<file path="config.mk">
export PLATFORM = sky130hd
export DESIGN_NAME = loopSeqTop
export DESIGN_NICKNAME = d
export VERILOG_FILES = /design/src/design/loopSeqPkg.sv /design/src/design/hwStack.sv /design/src/design/loopCtrl.sv /design/src/design/loopSeqTop.sv
export VERILOG_INCLUDE_DIRS = /design/src /design/src/design
export SDC_FILE = /design/constraint.sdc
export NUM_CORES = 1
export LEC_CHECK = 0
export ABC_AREA = 1
export BUFFER_PORTS_ARGS = -buffer_cell sky130_fd_sc_hd__buf_2
export CELL_PAD_IN_SITES_DETAIL_PLACEMENT = 1
export CELL_PAD_IN_SITES_GLOBAL_PLACEMENT = 2
export CORE_UTILIZATION = 37
export CTS_CLUSTER_SIZE = 25
export DETAILED_ROUTE_END_ITERATION = 12
export GPL_TIMING_DRIVEN = 0
export PLACE_DENSITY_LB_ADDON = 0.05
export SYNTH_ARGS = -nofsm -noshare
export SYNTH_HDL_FRONTEND = slang
export SYNTH_HIERARCHICAL = 1
export SYNTH_SLANG_ARGS = --single-unit
</file>
<file path="constraint.sdc">
create_clock -name LPSCLK -period 5 [get_ports LPSCLK]
set_clock_uncertainty 0.2 [all_clocks]
set_input_delay 1 -clock LPSCLK [delete_from_list [all_inputs] [get_ports LPSCLK]]
set_output_delay 1 -clock LPSCLK [all_outputs]
set_load 0.02 [all_outputs]
</file>
<file path="src/design/loopSeq_settings.svh">
`ifndef LOOPSEQ_SETTINGS_SVH
`define LOOPSEQ_SETTINGS_SVH

// program address width
`define LOOP_ADDR_W 18

// termination condition code width
`define LOOP_COND_W 4

// loop counter width, a count of 0 gives 2**LOOP_CNT_W passes
`define LOOP_CNT_W 14

// entries per stack, power of two only
`define LOOP_DEPTH 4

`endif

</file>
<file path="src/design/loopSeqPkg.sv">
`default_nettype none

`include "loopSeq_settings.svh"

package loopSeqPkg;

  // termination condition of a loop entry
  typedef enum logic [`LOOP_COND_W-1:0] {
    condForever = `LOOP_COND_W'd0,  // never exits
    condCe      = `LOOP_COND_W'd1,  // counter expired
    condFlag    = `LOOP_COND_W'd2   // exit on flagIn
  } loopCondE;

  // one loop stack entry, 22 bits wide
  typedef struct packed {
    logic [`LOOP_ADDR_W-1:0] endAddr;
    logic [`LOOP_COND_W-1:0] cond;  // loopCondE code, unknown codes run forever
  } loopEntryT;

  // one counter stack entry
  typedef logic [`LOOP_CNT_W-1:0] loopCntT;

  // registered end-of-loop event
  typedef struct packed {
    logic                    loopBack;
    logic                    loopExit;
    logic [`LOOP_ADDR_W-1:0] endAddr;  // end address of the loop that fired
  } loopEventT;

endpackage

`default_nettype wire

</file>
<file path="src/design/hwStack.sv">
`timescale 1ns/1ps
`default_nettype none

module hwStack #(
  parameter type payloadT = logic [7:0],
  parameter int  depth    = 4
) (
  input  wire          LPSCLK,
  input  wire          T_RST,
  input  wire          clkEnb,    // high freezes the stack
  input  wire          push,
  input  wire          pop,
  input  wire          writeTop,  // replace top in place
  input  wire payloadT din,
  output payloadT      top,
  output logic         full,
  output logic         empty,
  output logic         has1
);

  localparam int addrW = $clog2(depth);

  logic [addrW:0]   ptr;     // all ones when empty
  logic [addrW:0]   ptrInc;
  logic [addrW:0]   ptrDec;
  logic [addrW-1:0] wrAddr;
  logic             wrEn;
  logic             enb;

  payloadT mem [depth];

  assign enb    = !clkEnb;
  assign ptrInc = ptr + 1'b1;
  assign ptrDec = ptr - 1'b1;

  // push lands one above the current top, writeTop on it
  assign wrAddr = push ? ptrInc[addrW-1:0] : ptr[addrW-1:0];
  assign wrEn   = enb && (push || writeTop);

  always_ff @(posedge LPSCLK or posedge T_RST) begin
    if (T_RST) begin
      ptr <= '1;
    end else if (enb) begin
      if (push) begin
        ptr <= ptrInc;
      end else if (pop) begin
        ptr <= ptrDec;
      end
    end
  end

  always_ff @(posedge LPSCLK) begin
    if (wrEn) begin
      mem[wrAddr] <= din;
    end
  end

  assign top   = mem[ptr[addrW-1:0]];  // undefined while empty
  assign empty = ptr[addrW];
  assign full  = (ptr == (addrW + 1)'(depth - 1));
  assign has1  = (ptr == '0);

  // the controller qualifies every strobe against the flags
  aNoPushFull : assert property (
    @(posedge LPSCLK) disable iff (T_RST)
    (enb && push) |-> !full
  ) else $error("hwStack: push while full");

  aNoPopEmpty : assert property (
    @(posedge LPSCLK) disable iff (T_RST)
    (enb && pop) |-> !empty
  ) else $error("hwStack: pop while empty");

  aOneOp : assert property (
    @(posedge LPSCLK) disable iff (T_RST)
    enb |-> $onehot0({push, pop, writeTop})
  ) else $error("hwStack: more than one operation in a cycle");

endmodule

`default_nettype wire

</file>
<file path="src/design/loopCtrl.sv">
`timescale 1ns/1ps
`default_nettype none

`include "loopSeq_settings.svh"

module loopCtrl (
  input  wire                       LPSCLK,
  input  wire                       T_RST,
  input  wire                       clkEnb,
  input  wire                       pushLoop,
  input  wire                       popLoop,
  input  wire loopSeqPkg::loopEntryT newEntry,
  input  wire loopSeqPkg::loopCntT   newCount,
  input  wire                       pcValid,
  input  wire [`LOOP_ADDR_W-1:0]    pc,
  input  wire                       flagIn,
  input  wire loopSeqPkg::loopEntryT loopTop,
  input  wire                       loopFull,
  input  wire                       loopEmpty,
  input  wire loopSeqPkg::loopCntT   cntTop,
  input  wire                       cntFull,
  input  wire                       cntHas1,
  output logic                      loopPush,
  output logic                      loopPop,
  output logic                      cntPush,
  output logic                      cntPop,
  output logic                      cntWriteTop,
  output loopSeqPkg::loopCntT        cntDin,
  output loopSeqPkg::loopEventT      evt,
  output logic                      overflow
);

  logic enb;
  logic newIsCe;
  logic topIsCe;
  logic pushReq;
  logic pushRefused;
  logic popReq;
  logic endHit;
  logic exitCond;
  logic doExit;
  logic doBack;

  assign enb     = !clkEnb;
  assign newIsCe = (newEntry.cond == loopSeqPkg::condCe);
  assign topIsCe = (loopTop.cond == loopSeqPkg::condCe);

  // push beats pop beats the end-address compare
  assign pushReq     = enb && pushLoop;
  assign pushRefused = pushReq && (loopFull || (newIsCe && cntFull));
  assign popReq      = enb && !pushLoop && popLoop && !loopEmpty;
  assign endHit      = enb && !pushLoop && !popLoop && pcValid && !loopEmpty
                       && (pc == loopTop.endAddr);

  always_comb begin
    case (loopTop.cond)
      loopSeqPkg::condCe:   exitCond = (cntTop == loopSeqPkg::loopCntT'(1));
      loopSeqPkg::condFlag: exitCond = flagIn;
      default:              exitCond = 1'b0;  // forever and unused codes
    endcase
  end

  assign doExit = endHit && exitCond;
  assign doBack = endHit && !exitCond;

  assign loopPush    = pushReq && !pushRefused;
  assign cntPush     = loopPush && newIsCe;  // only counted loops carry a count
  assign loopPop     = popReq || doExit;
  assign cntPop      = loopPop && topIsCe;
  assign cntWriteTop = doBack && topIsCe;    // decrement in place, 0 wraps
  assign cntDin      = cntPush ? newCount : cntTop - 1'b1;

  always_ff @(posedge LPSCLK or posedge T_RST) begin
    if (T_RST) begin
      evt <= '0;
    end else begin
      evt.loopBack <= doBack;
      evt.loopExit <= doExit;
      evt.endAddr  <= endHit ? loopTop.endAddr : '0;
    end
  end

  // sticky until reset
  always_ff @(posedge LPSCLK or posedge T_RST) begin
    if (T_RST) begin
      overflow <= 1'b0;
    end else if (pushRefused) begin
      overflow <= 1'b1;
    end
  end

  aEvtExclusive : assert property (
    @(posedge LPSCLK) disable iff (T_RST)
    !(evt.loopBack && evt.loopExit)
  ) else $error("loopCtrl: loopBack and loopExit together");

  // once the last count leaves, the new top entry cannot be a counted loop
  aNoDecAfterLast : assert property (
    @(posedge LPSCLK) disable iff (T_RST)
    (cntPop && cntHas1) |=> !cntWriteTop
  ) else $error("loopCtrl: decrement on an empty counter stack");

endmodule

`default_nettype wire

</file>
<file path="src/design/loopSeqTop.sv">
`timescale 1ns/1ps
`default_nettype none

`include "loopSeq_settings.svh"

module loopSeqTop (
  input  wire                       LPSCLK,
  input  wire                       T_RST,
  input  wire                       clkEnb,    // high holds all state
  input  wire                       pushLoop,
  input  wire loopSeqPkg::loopEntryT newEntry,
  input  wire loopSeqPkg::loopCntT   newCount,
  input  wire                       popLoop,
  input  wire                       pcValid,
  input  wire [`LOOP_ADDR_W-1:0]    pc,
  input  wire                       flagIn,
  output loopSeqPkg::loopEventT      evt,
  output loopSeqPkg::loopEntryT      topEntry,
  output loopSeqPkg::loopCntT        topCount,
  output logic                      stkEmpty,
  output logic                      stkFull,
  output logic                      overflow
);

  loopSeqPkg::loopEntryT loopTop;
  loopSeqPkg::loopCntT   cntTop;
  loopSeqPkg::loopCntT   cntDin;

  logic loopPush;
  logic loopPop;
  logic loopFull;
  logic loopEmpty;
  logic cntPush;
  logic cntPop;
  logic cntWriteTop;
  logic cntFull;
  logic cntHas1;

  hwStack #(
    .payloadT (loopSeqPkg::loopEntryT),
    .depth    (`LOOP_DEPTH)
  ) loopStk (
    .LPSCLK   (LPSCLK),
    .T_RST    (T_RST),
    .clkEnb   (clkEnb),
    .push     (loopPush),
    .pop      (loopPop),
    .writeTop (1'b0),      // entries are never edited in place
    .din      (newEntry),
    .top      (loopTop),
    .full     (loopFull),
    .empty    (loopEmpty),
    .has1     ()
  );

  hwStack #(
    .payloadT (loopSeqPkg::loopCntT),
    .depth    (`LOOP_DEPTH)
  ) cntStk (
    .LPSCLK   (LPSCLK),
    .T_RST    (T_RST),
    .clkEnb   (clkEnb),
    .push     (cntPush),
    .pop      (cntPop),
    .writeTop (cntWriteTop),
    .din      (cntDin),
    .top      (cntTop),
    .full     (cntFull),
    .empty    (),
    .has1     (cntHas1)
  );

  loopCtrl ctrl (
    .LPSCLK      (LPSCLK),
    .T_RST       (T_RST),
    .clkEnb      (clkEnb),
    .pushLoop    (pushLoop),
    .popLoop     (popLoop),
    .newEntry    (newEntry),
    .newCount    (newCount),
    .pcValid     (pcValid),
    .pc          (pc),
    .flagIn      (flagIn),
    .loopTop     (loopTop),
    .loopFull    (loopFull),
    .loopEmpty   (loopEmpty),
    .cntTop      (cntTop),
    .cntFull     (cntFull),
    .cntHas1     (cntHas1),
    .loopPush    (loopPush),
    .loopPop     (loopPop),
    .cntPush     (cntPush),
    .cntPop      (cntPop),
    .cntWriteTop (cntWriteTop),
    .cntDin      (cntDin),
    .evt         (evt),
    .overflow    (overflow)
  );

  assign topEntry = loopTop;
  assign topCount = cntTop;
  assign stkEmpty = loopEmpty;
  assign stkFull  = loopFull;  // counter stack never holds more than the loop stack

endmodule

`default_nettype wire

</file>
==> results of run 1 <==
[path summary, 6_finish.rpt]
check,startpoint,slack [ns],cells after the start,to
setup / recovery,loopStk/ptr[0],0.85,17,cntStk/mem[0][8]
hold / removal,ctrl/overflow,0.30,1,ctrl/overflow
setup reg to reg,loopStk/ptr[0],0.85,17,cntStk/mem[0][8]
hold reg to reg,ctrl/overflow,0.30,1,ctrl/overflow
max in group asynchronous,T_RST,3.46,2,ctrl/evt[3]
min in group asynchronous,T_RST,0.45,2,cntStk/ptr[0]
[placed cells by master (no fill, tap or decap), drive strengths merged]
master,count
xnor2,11
o21ai,126
nand3,13
nor2,179
edfxtp,144
a31oi,3
nor3,5
buf,149
or2,1
nand3b,1
a21oi,3
nand2,83
clkbuf,19
dfrtp,21
clkinv,2
nand4,2
xor2,6
dfstp,6
a21o,1
ha,14
inv,77
clkinvlp,2
conb,1
[stage by stage]
step                instances  setup TNS, ns  total power [uW]
floorplan                 713              0              3370
global placement         1102         -25.93              4090
detailed placement       1107              0              4200
CTS                      1139              0              5470
global route             1139              0              5720
finish                   1139              0              5390
[per-layer routing]
| metal | part of all wire (%) | GRT usage, % | vias up | wire (um) |
|---|---|---|---|---|
| met5 | 0 | 0 | - | 0 |
| met4 | 2.9 | 9.43 | 0 | 641 |
| met3 | 3.3 | 3.01 | 32 | 727 |
| met2 | 54 | 39.8 | 113 | 11800 |
| met1 | 40 | 24.6 | 2751 | 8770 |
| li1 | - | - | 2670 | - |
[report_power, final]
part	internal (uW)	switching, uW
logic	707	1570
registers	1800	52.2
clock network	659	604
[final cells by class]
| type | instances | area, um^2 |
|---|---|---|
| Fill cell | 2292 | 11000 |
| Sequential cell | 171 | 5010 |
| Multi-Input combinational cell | 449 | 2190 |
| Timing Repair Buffer | 124 | 692 |
| Clock buffer | 18 | 429 |
| Tap cell | 270 | 338 |
| Inverter | 67 | 256 |
| Buffer | 26 | 236 |
| Clock inverter | 14 | 126 |
[flip-flops by register name, indices dropped and copies added (netlist names)]
register       flops
cntStk/mem        56
ctrl/overflow      1
cntStk/ptr         3
ctrl/evt          20
loopStk/mem       88
loopStk/ptr        3
==> metrics, run 1 <==
outcome=complete, no violations; synthesized area=0.00767 mm^2; CP Cell Sequence=buf_6, buf_4, nor2_1, o21ai_1, inv_1, nand2_1, o21ai_1, nor2_1, nand2_1, nor2_2, nand3_2, buf_6, nor3_2, nor2_1, nor2_1, nand2_1, nor2_2; Max H-tree Level=4; worst-margin pin slew=1.01 ns; crit end category=flip-flop; Post-CTS Setup Bufs=0; Max Cap Viol=0; Core Area=between 0.02 and 0.025 mm^2; first-pass GRT wire length=33700 um; # IOs=120; Initial Util=approximately 38%; pwr dens=581 mW/mm^2; fin util=45.7%; Total Die Area=0.0213 mm^2; vias in the first global route=6059; data arrival time of the critical path=4.00 ns; Avg Inst Size Synth=10.8 um^2; initial antenna violation count=0; Root Buffer=clkbuf_16; Final Cell Area=between 0.009 and 0.01 mm^2; Post-DP HPWL=~16000 um; Pleak=0.00384 uW; worst skew pair latency=0.43 ns; clock tree from TritonCTS=built; final period utilization=83.1%; die width=146 um; Slew headroom=approximately a third; total track usage=21.5%; drt pass-1 iters=4; Synth Net Count=788; Hold Path Class=flip-flop to flip-flop; placed inst area=0.00872 mm^2; n_diodes=0; Area Growth Syn to Fin=20.9%; worst path bufs/invs=4; delay of the slowest cell on the worst path=0.80 ns; global placement routability congestion=between 0.8 and 0.9; Avg WL per Cell=roughly 19 um; grt ovf=0; ratio of cells with drive above 1 in the final layout=25.3%; row count=52; largest net degree at the start of global routing=22; Detail Route Antenna Nets=0; Vias/cell=4.89; Worst Path Required=4.85 ns; final hold slack=0.296 ns; slowest CP cell=nor2_2; post-layout minimum cycle time=4.15 ns; RSZ-0062 raised after global routing=false; CTS sink count=171; Max IR drop VDD=0.304 mV; Syn. warnings=6; drt total wl=21900 um; # nets final=931; Critical Path Fanout Max=14; Post-CTS Hold Fix Bufs=0; post_cts resized=0; CTS clk-pin slew, worst paths=around 0.070 ns; highest attainable clock frequency=0.241 GHz; Die Y=146 um; final setup margin=0.846 ns; final setup fails=0; most frequent CP cell=nor2_1; CTS max path bufs=2; total CTS buffers=17; final slew viol count=0; critical path type=flip-flop to flip-flop; PortBufs=between 100 and 150; cell family with most CP delay=simple AND/OR/NAND/NOR gates; Post-Synthesis Cells=713; Hold Vio Cnt, Final=0; DRC violations left=0; CP startpoint kind=flip-flop; Vias=5566; post-place setup slack=0.744 ns; Iteration-0 DRC Markers=192
Power figures use the tool's default switching activity.
==> inputs of run 2 (changes only) <==
--- a/config.mk
+++ b/config.mk
@@ -10,7 +10,7 @@
 export BUFFER_PORTS_ARGS = -buffer_cell sky130_fd_sc_hd__buf_2
 export CELL_PAD_IN_SITES_DETAIL_PLACEMENT = 1
 export CELL_PAD_IN_SITES_GLOBAL_PLACEMENT = 2
-export CORE_UTILIZATION = 37
+export CORE_UTILIZATION = 33
 export CTS_CLUSTER_SIZE = 25
 export DETAILED_ROUTE_END_ITERATION = 12
 export GPL_TIMING_DRIVEN = 0
==> constraint.sdc (replaced) <==
create_clock -name LPSCLK -period 3.4 [get_ports LPSCLK]
set_clock_uncertainty 0.2 [all_clocks]
set_input_delay 0.68 -clock LPSCLK [delete_from_list [all_inputs] [get_ports LPSCLK]]
set_output_delay 0.68 -clock LPSCLK [all_outputs]
set_load 0.02 [all_outputs]
==> run 2 against run 1 <==
  * Sequential power up 47%
  * Clock power up 49%
  * Count of clock-buffer cells in the layout down 1
  * Maximum frequency up 27%
  * Combinational power up 66%
  * Global-route usage down 2.1 points
  * Final area up 4.8%
  * Via count down 0.59%
  * Critical path type unchanged
  * Largest cell class unchanged
  * Highest routed layer unchanged
==> metrics, run 2 (synthesized netlist as in run 1, its figures left out) <==
row count=55 (was 52); Worst Path Required=3.25 ns (was 4.85 ns); crit path from=loopStk/ptr[2] (was loopStk/ptr[0]); grt ovf=0 (unchanged); Most flops, register=loopStk/mem (unchanged); Post-DP HPWL=15700 um (was 15800 um); pwr dens=863 mW/mm^2 (was 581 mW/mm^2); Core Area=0.0227 mm^2 (was 0.0203 mm^2); global placement routability congestion=0.774 (was 0.811); initial antenna violation count=0 (unchanged); largest net degree at the start of global routing=23 (was 22); Total Die Area=0.0239 mm^2 (was 0.0213 mm^2); critical path type=flip-flop to flip-flop (unchanged); cell family with most CP delay=simple AND/OR/NAND/NOR gates (unchanged); Hold Vio Cnt, Final=0 (unchanged); drt pass-1 iters=4 (unchanged); CTS max path bufs=2 (unchanged); most frequent cells in the layout=156 x nor2_1, 144 x edfxtp_1, 121 x buf_2 (was 164 x nor2_1, 144 x edfxtp_1, 122 x buf_2); delay of the slowest cell on the worst path=0.70 ns (was 0.80 ns); RSZ-0062 raised after global routing=true (was false); Critical Path Fanout Max=22 (was 14); Max IR drop VDD=0.351 mV (was 0.304 mV); vias in the first global route=5889 (was 6059); final period utilization=96.0% (was 83.1%); n_diodes=0 (unchanged); DRC violations left=0 (unchanged); total track usage=19.4% (was 21.5%); worst-margin pin slew=0.852 ns (was 1.01 ns); commonest non-fill, non-tap cell in the layout=nor2_1 (unchanged); PortBufs=119 (unchanged); final setup fails=0 (unchanged); CTS sink count=171 (unchanged); Final Cell Area=0.00972 mm^2 (was 0.00928 mm^2); max reg flops=88 (unchanged); Pleak=0.00399 uW (was 0.00384 uW); outcome=complete, no violations (unchanged); Non-Filler Instances=1167 (was 1139); final slew viol count=0 (unchanged); data arrival time of the critical path=3.11 ns (was 4.00 ns); Iteration-0 DRC Markers=223 (was 192); crit end category=flip-flop (unchanged); largest registers=loopStk/mem (88), cntStk/mem (56), ctrl/evt (20) (unchanged); # IOs=120 (unchanged); worst path bufs/invs=3 (was 4); Avg WL per Cell=19.1 um (was 19.2 um); worst r2r dst=loopStk/mem[0][10] (was cntStk/mem[0][8]); Max H-tree Level=4 (unchanged); fin util=42.8% (was 45.7%); Root Buffer=clkbuf_16 (unchanged); # nets final=944 (was 931); Max Cap Viol=0 (unchanged); slowest CP cell=nor2_4 (was nor2_2); FF-to-FF Start=loopStk/ptr[2] (was loopStk/ptr[0]); first-pass GRT wire length=34000 um (was 33700 um); highest attainable clock frequency=0.306 GHz (was 0.241 GHz); Vias/cell=4.74 (was 4.89); reg2reg setup slack=0.14 ns (was 0.85 ns); Slew headroom=43.2% (was 32.3%); CP Cell Sequence=inv_1, ha_1, inv_1, o21ai_2, nor3_4, nand2_1, o21ai_2, inv_1, nor2_4 (was buf_6, buf_4, nor2_1, o21ai_1, inv_1, nand2_1, o21ai_1, nor2_1, nand2_1, nor2_2, nand3_2, buf_6, nor3_2, nor2_1, nor2_1, nand2_1, nor2_2); setup_tns=0 ns (unchanged); Area Growth Syn to Fin=26.7% (was 20.9%); drt total wl=22300 um (was 21900 um); Hold Path Class=primary input to async pin (was flip-flop to flip-flop); ratio of cells with drive above 1 in the final layout=32.1% (was 25.3%); placed inst area=0.00865 mm^2 (was 0.00872 mm^2); worst skew pair latency=0.43 ns (about the same); FF-to-FF path depth=9 (was 17); total CTS buffers=17 (unchanged); most frequent CP cell=inv_1 (was nor2_1); Vias=5533 (was 5566); die width=154 um (was 146 um); crit path capture=loopStk/mem[0][10] (was cntStk/mem[0][8]); Stages on worst setup path=9 (was 17); DP Cell Count=1117 (was 1107); Die Y=154 um (was 146 um); clock tree from TritonCTS=built (unchanged); post-layout minimum cycle time=3.26 ns (was 4.15 ns); CP startpoint kind=flip-flop (unchanged); CTS clk-pin slew, worst paths=0.08 ns (was 0.07 ns); Initial Util=33.8% (was 37.8%); Detail Route Antenna Nets=0 (unchanged)
==> run 2: changes by cell type in the layout (fill, tap and decap cells not counted), sizes merged <==
cell      previous run  this run
inv                 77        78
clkinv               2         4
clkinvlp             2         0
clkbuf              19        20
nor2               179       180
buf                149       159
==> run 2: how the worst min path moves through the flow <==
stage	endpoint	slack, ns	depth (start not counted)
after floorplan	cntStk/ptr[2]	0.26	2
after global placement	ctrl/overflow	0.26	1
after detailed placement	ctrl/overflow	0.28	1
after CTS	cntStk/ptr[0]	0.13	2
after global routing	cntStk/ptr[0]	0.13	2
final	cntStk/ptr[0]	0.13	2
==> run 2: stage by stage <==
step	power, uW	hold WS (ns)	worst slack [ns]
2_1_floorplan	4970	0.255	-0.0913
3_3_place_gp	6100	0.265	-0.924
3_5_place_dp	6180	0.277	-1.02
4_1_cts	8170	0.128	0.00623
5_1_grt	8910	0.134	-0.103
6_report	8390	0.131	0.137
==> run 2: power breakdown <==
group	switching (uW)	leakage, uW	internal, uW	total (uW)
sequential	78.1	0.00166	2640	2720
clock	899	0.000286	979	1880
combinational	2550	0.00205	1240	3790
==> run 2: cell type report <==
cell class                 count  area [um^2]
fill                        2532        13000
sequential                   171         5010
multi-input combinational    450         2440
timing repair buffer         136          816
clock buffer                  17          425
tap                          285          357
buffer                        26          278
inverter                      67          256
clock inverter                15          144
==> run 2: what timing repair did <==
action | in CTS | in global routing
setup buffers | 8 | 7
setup endpoints to repair | 145 | 147
hold buffers | 0 | 0
gates resized for setup | 29 | 47
pin swaps | 8 | 16
gates cloned | 0 | 3
==> run 2: metal layers <==
| layer | track usage [%] | wire length, um | vias up |
|---|---|---|---|
| met1 | 23.2 | 9560 | 2714 |
| li1 | - | - | 2703 |
| met4 | 6.32 | 344 | 0 |
| met5 | 0 | 0 | - |
| met3 | 2.63 | 474 | 18 |
| met2 | 35.7 | 11900 | 98 |
==> inputs of run 3 (changes only) <==
--- a/config.mk
+++ b/config.mk
@@ -6,11 +6,10 @@
 export SDC_FILE = /design/constraint.sdc
 export NUM_CORES = 1
 export LEC_CHECK = 0
-export ABC_AREA = 1
 export BUFFER_PORTS_ARGS = -buffer_cell sky130_fd_sc_hd__buf_2
 export CELL_PAD_IN_SITES_DETAIL_PLACEMENT = 1
 export CELL_PAD_IN_SITES_GLOBAL_PLACEMENT = 2
-export CORE_UTILIZATION = 33
+export CORE_UTILIZATION = 37
 export CTS_CLUSTER_SIZE = 25
 export DETAILED_ROUTE_END_ITERATION = 12
 export GPL_TIMING_DRIVEN = 0
==> run 3 against run 2 <==
  * The flow now finishes with violations (setup timing)
  * Non-clock buffer count rose by 19
  * Combinational power fell by 23%
  * Final area rose by 1.0%
  * Global-route usage barely moved
  * Largest cell class unchanged
==> metrics, run 3 <==
outcome=complete, but fails checks (was complete, no violations); largest net degree at the start of global routing=22 (was 23); Detail Route Antenna Nets=0 (unchanged); final slew viol count=0 (unchanged); failing checks=setup timing; CP Cell Sequence=buf_8, buf_12, mux4_2, xnor2_2, nand4_1, nor3_2, clkbuf_8, and2_4, and3_4, a2bb2oi_4, nor3_4, buf_12, buf_16 (was inv_1, ha_1, inv_1, o21ai_2, nor3_4, nand2_1, o21ai_2, inv_1, nor2_4); reg2reg setup slack=-0.29 ns (was 0.14 ns); Area Growth Syn to Fin=33.5% (was 26.7%); Iteration-0 DRC Markers=177 (was 223); cell family with most CP delay=simple AND/OR/NAND/NOR gates (unchanged); final hold slack=0.136 ns (was 0.131 ns); Root Buffer=clkbuf_16 (unchanged); FF-to-FF Start=loopStk/ptr[0] (was loopStk/ptr[2]); DRC violations left=0 (unchanged); CP startpoint kind=flip-flop (unchanged); Worst Path Required=3.34 ns (was 3.25 ns); synthesized area=0.00735 mm^2 (was 0.00767 mm^2); crit end category=flip-flop (unchanged); Syn. warnings=6 (unchanged); worst-margin pin slew=1.01 ns (was 0.852 ns); post-layout minimum cycle time=3.69 ns (was 3.26 ns); die width=143 um (was 154 um); Max H-tree Level=4 (unchanged); Slew headroom=32.5% (was 43.2%); total track usage=19.4% (about the same); crit path from=loopStk/ptr[0] (was loopStk/ptr[2]); Post-Synthesis Cells=428 (was 713); Vias=4402 (was 5533); Hold Path Class=primary input to async pin (unchanged); Initial Util=37.8% (was 33.8%); Core Area=0.0195 mm^2 (was 0.0227 mm^2); Vias/cell=4.96 (was 4.74); critical path type=flip-flop to flip-flop (unchanged); PortBufs=119 (unchanged); Most flops, register=loopStk/mem (unchanged); commonest non-fill, non-tap cell in the layout=edfxtp_1 (was nor2_1); Hold Vio Cnt, Final=0 (unchanged); RSZ-0062 raised after global routing=true (unchanged); crit path capture=cntStk/mem[0][2] (was loopStk/mem[0][10]); clock tree from TritonCTS=built (unchanged); worst path bufs/invs=5 (was 3); row count=51 (was 55); initial antenna violation count=1 (was 0); CTS max path bufs=2 (unchanged); # nets final=686 (was 944); n_diodes=0 (unchanged); fin util=50.5% (was 42.8%); total CTS buffers=17 (unchanged); Critical Path Fanout Max=7 (was 22); Stages on worst setup path=13 (was 9); ratio of cells with drive above 1 in the final layout=47.8% (was 32.1%); global placement routability congestion=0.702 (was 0.774); max reg flops=88 (unchanged); Max Cap Viol=0 (unchanged); setup_tns=-14.46 ns (was 0 ns); most frequent cells in the layout=144 x edfxtp_1, 119 x buf_2, 31 x mux4_2 (was 156 x nor2_1, 144 x edfxtp_1, 121 x buf_2); data arrival time of the critical path=3.63 ns (was 3.11 ns); CTS clk-pin slew, worst paths=0.07 ns (was 0.08 ns); Total Die Area=0.0204 mm^2 (was 0.0239 mm^2); highest attainable clock frequency=0.271 GHz (was 0.306 GHz); Post-CTS Hold Fix Bufs=0 (unchanged); Max IR drop VDD=0.413 mV (was 0.351 mV); drt total wl=18700 um (was 22300 um); most frequent CP cell=buf_12 (was inv_1); vias in the first global route=4815 (was 5889); pwr dens=772 mW/mm^2 (was 863 mW/mm^2); Avg Inst Size Synth=17.2 um^2 (was 10.8 um^2); Post-DP HPWL=12400 um (was 15700 um); final period utilization=109% (was 96.0%); # IOs=120 (unchanged); Avg WL per Cell=21.1 um (was 19.1 um); worst r2r dst=cntStk/mem[0][2] (was loopStk/mem[0][10]); CTS sink count=171 (unchanged); final setup margin=-0.293 ns (was 0.137 ns); slowest CP cell=dfstp_2 (was nor2_4); grt ovf=0 (unchanged); final setup fails=58 (was 0); delay of the slowest cell on the worst path=0.56 ns (was 0.70 ns); post-place setup slack=-1.08 ns (was -1.02 ns); largest registers=loopStk/mem (88), cntStk/mem (56), ctrl/evt (20) (unchanged); worst skew pair latency=0.42 ns (was 0.43 ns); FF-to-FF path depth=13 (was 9); drt pass-1 iters=4 (unchanged); Pleak=0.00381 uW (was 0.00399 uW); first-pass GRT wire length=28200 um (was 34000 um); Die Y=143 um (was 154 um)
-- run 3: worst min-delay path by stage --
| stage | from | end | slack, ns | cells after the start |
|---|---|---|---|---|
| after floorplan | cntStk/ptr[2] | cntStk/ptr[2] | 0.35 | 2 |
| after global placement | ctrl/overflow | ctrl/overflow | 0.27 | 1 |
| after detailed placement | ctrl/overflow | ctrl/overflow | 0.29 | 1 |
| after CTS | T_RST | loopStk/ptr[0] | 0.12 | 2 |
| after global routing | T_RST | cntStk/ptr[2] | 0.13 | 2 |
| final | T_RST | cntStk/ptr[2] | 0.14 | 2 |
-- run 3: power breakdown --
| part | internal, uW | switching [uW] | leakage [uW] |
|---|---|---|---|
| clock | 1170 | 839 | 0.000295 |
| sequential | 2590 | 56.9 | 0.00166 |
| combinational | 1300 | 1630 | 0.00185 |
-- run 3: layout make-up --
cell class	count	area, um^2
Clock buffer	17	425
Inverter	19	87.6
Tap cell	265	332
Clock inverter	14	185
Sequential cell	171	5010
Multi-Input combinational cell	221	2370
Timing Repair Buffer	163	1200
Fill cell	1890	9640
Buffer	18	209
-- run 3: metal layers --
| layer | track usage (%) | vias to the layer above | part of all wire, % |
|---|---|---|---|
| met4 | 5.66 | 2 | 1.1 |
| li1 | - | 2020 | - |
| met5 | 0 | - | 0.064 |
| met3 | 3.92 | 20 | 4.5 |
| met2 | 34.6 | 108 | 53 |
| met1 | 23.6 | 2252 | 41 |
-- run 3: repair_timing --
item | in CTS | in global routing
buffers inserted | 34 | 7
gates cloned | 3 | 2
gates resized for setup | 37 | 8
pin swaps | 12 | 9
endpoints found under the setup margin | 178 | 94
-- run 3: stage by stage --
| stage | power, uW | cells | instance area (um^2) |
|---|---|---|---|
| after detailed placement | 5250 | 816 | 8520 |
| after CTS | 7580 | 883 | 9710 |
| after global routing | 7940 | 888 | 9820 |
| final | 7580 | 888 | 9820 |
| after global placement | 5140 | 813 | 8410 |
| after floorplan | 4440 | 429 | 7490 |
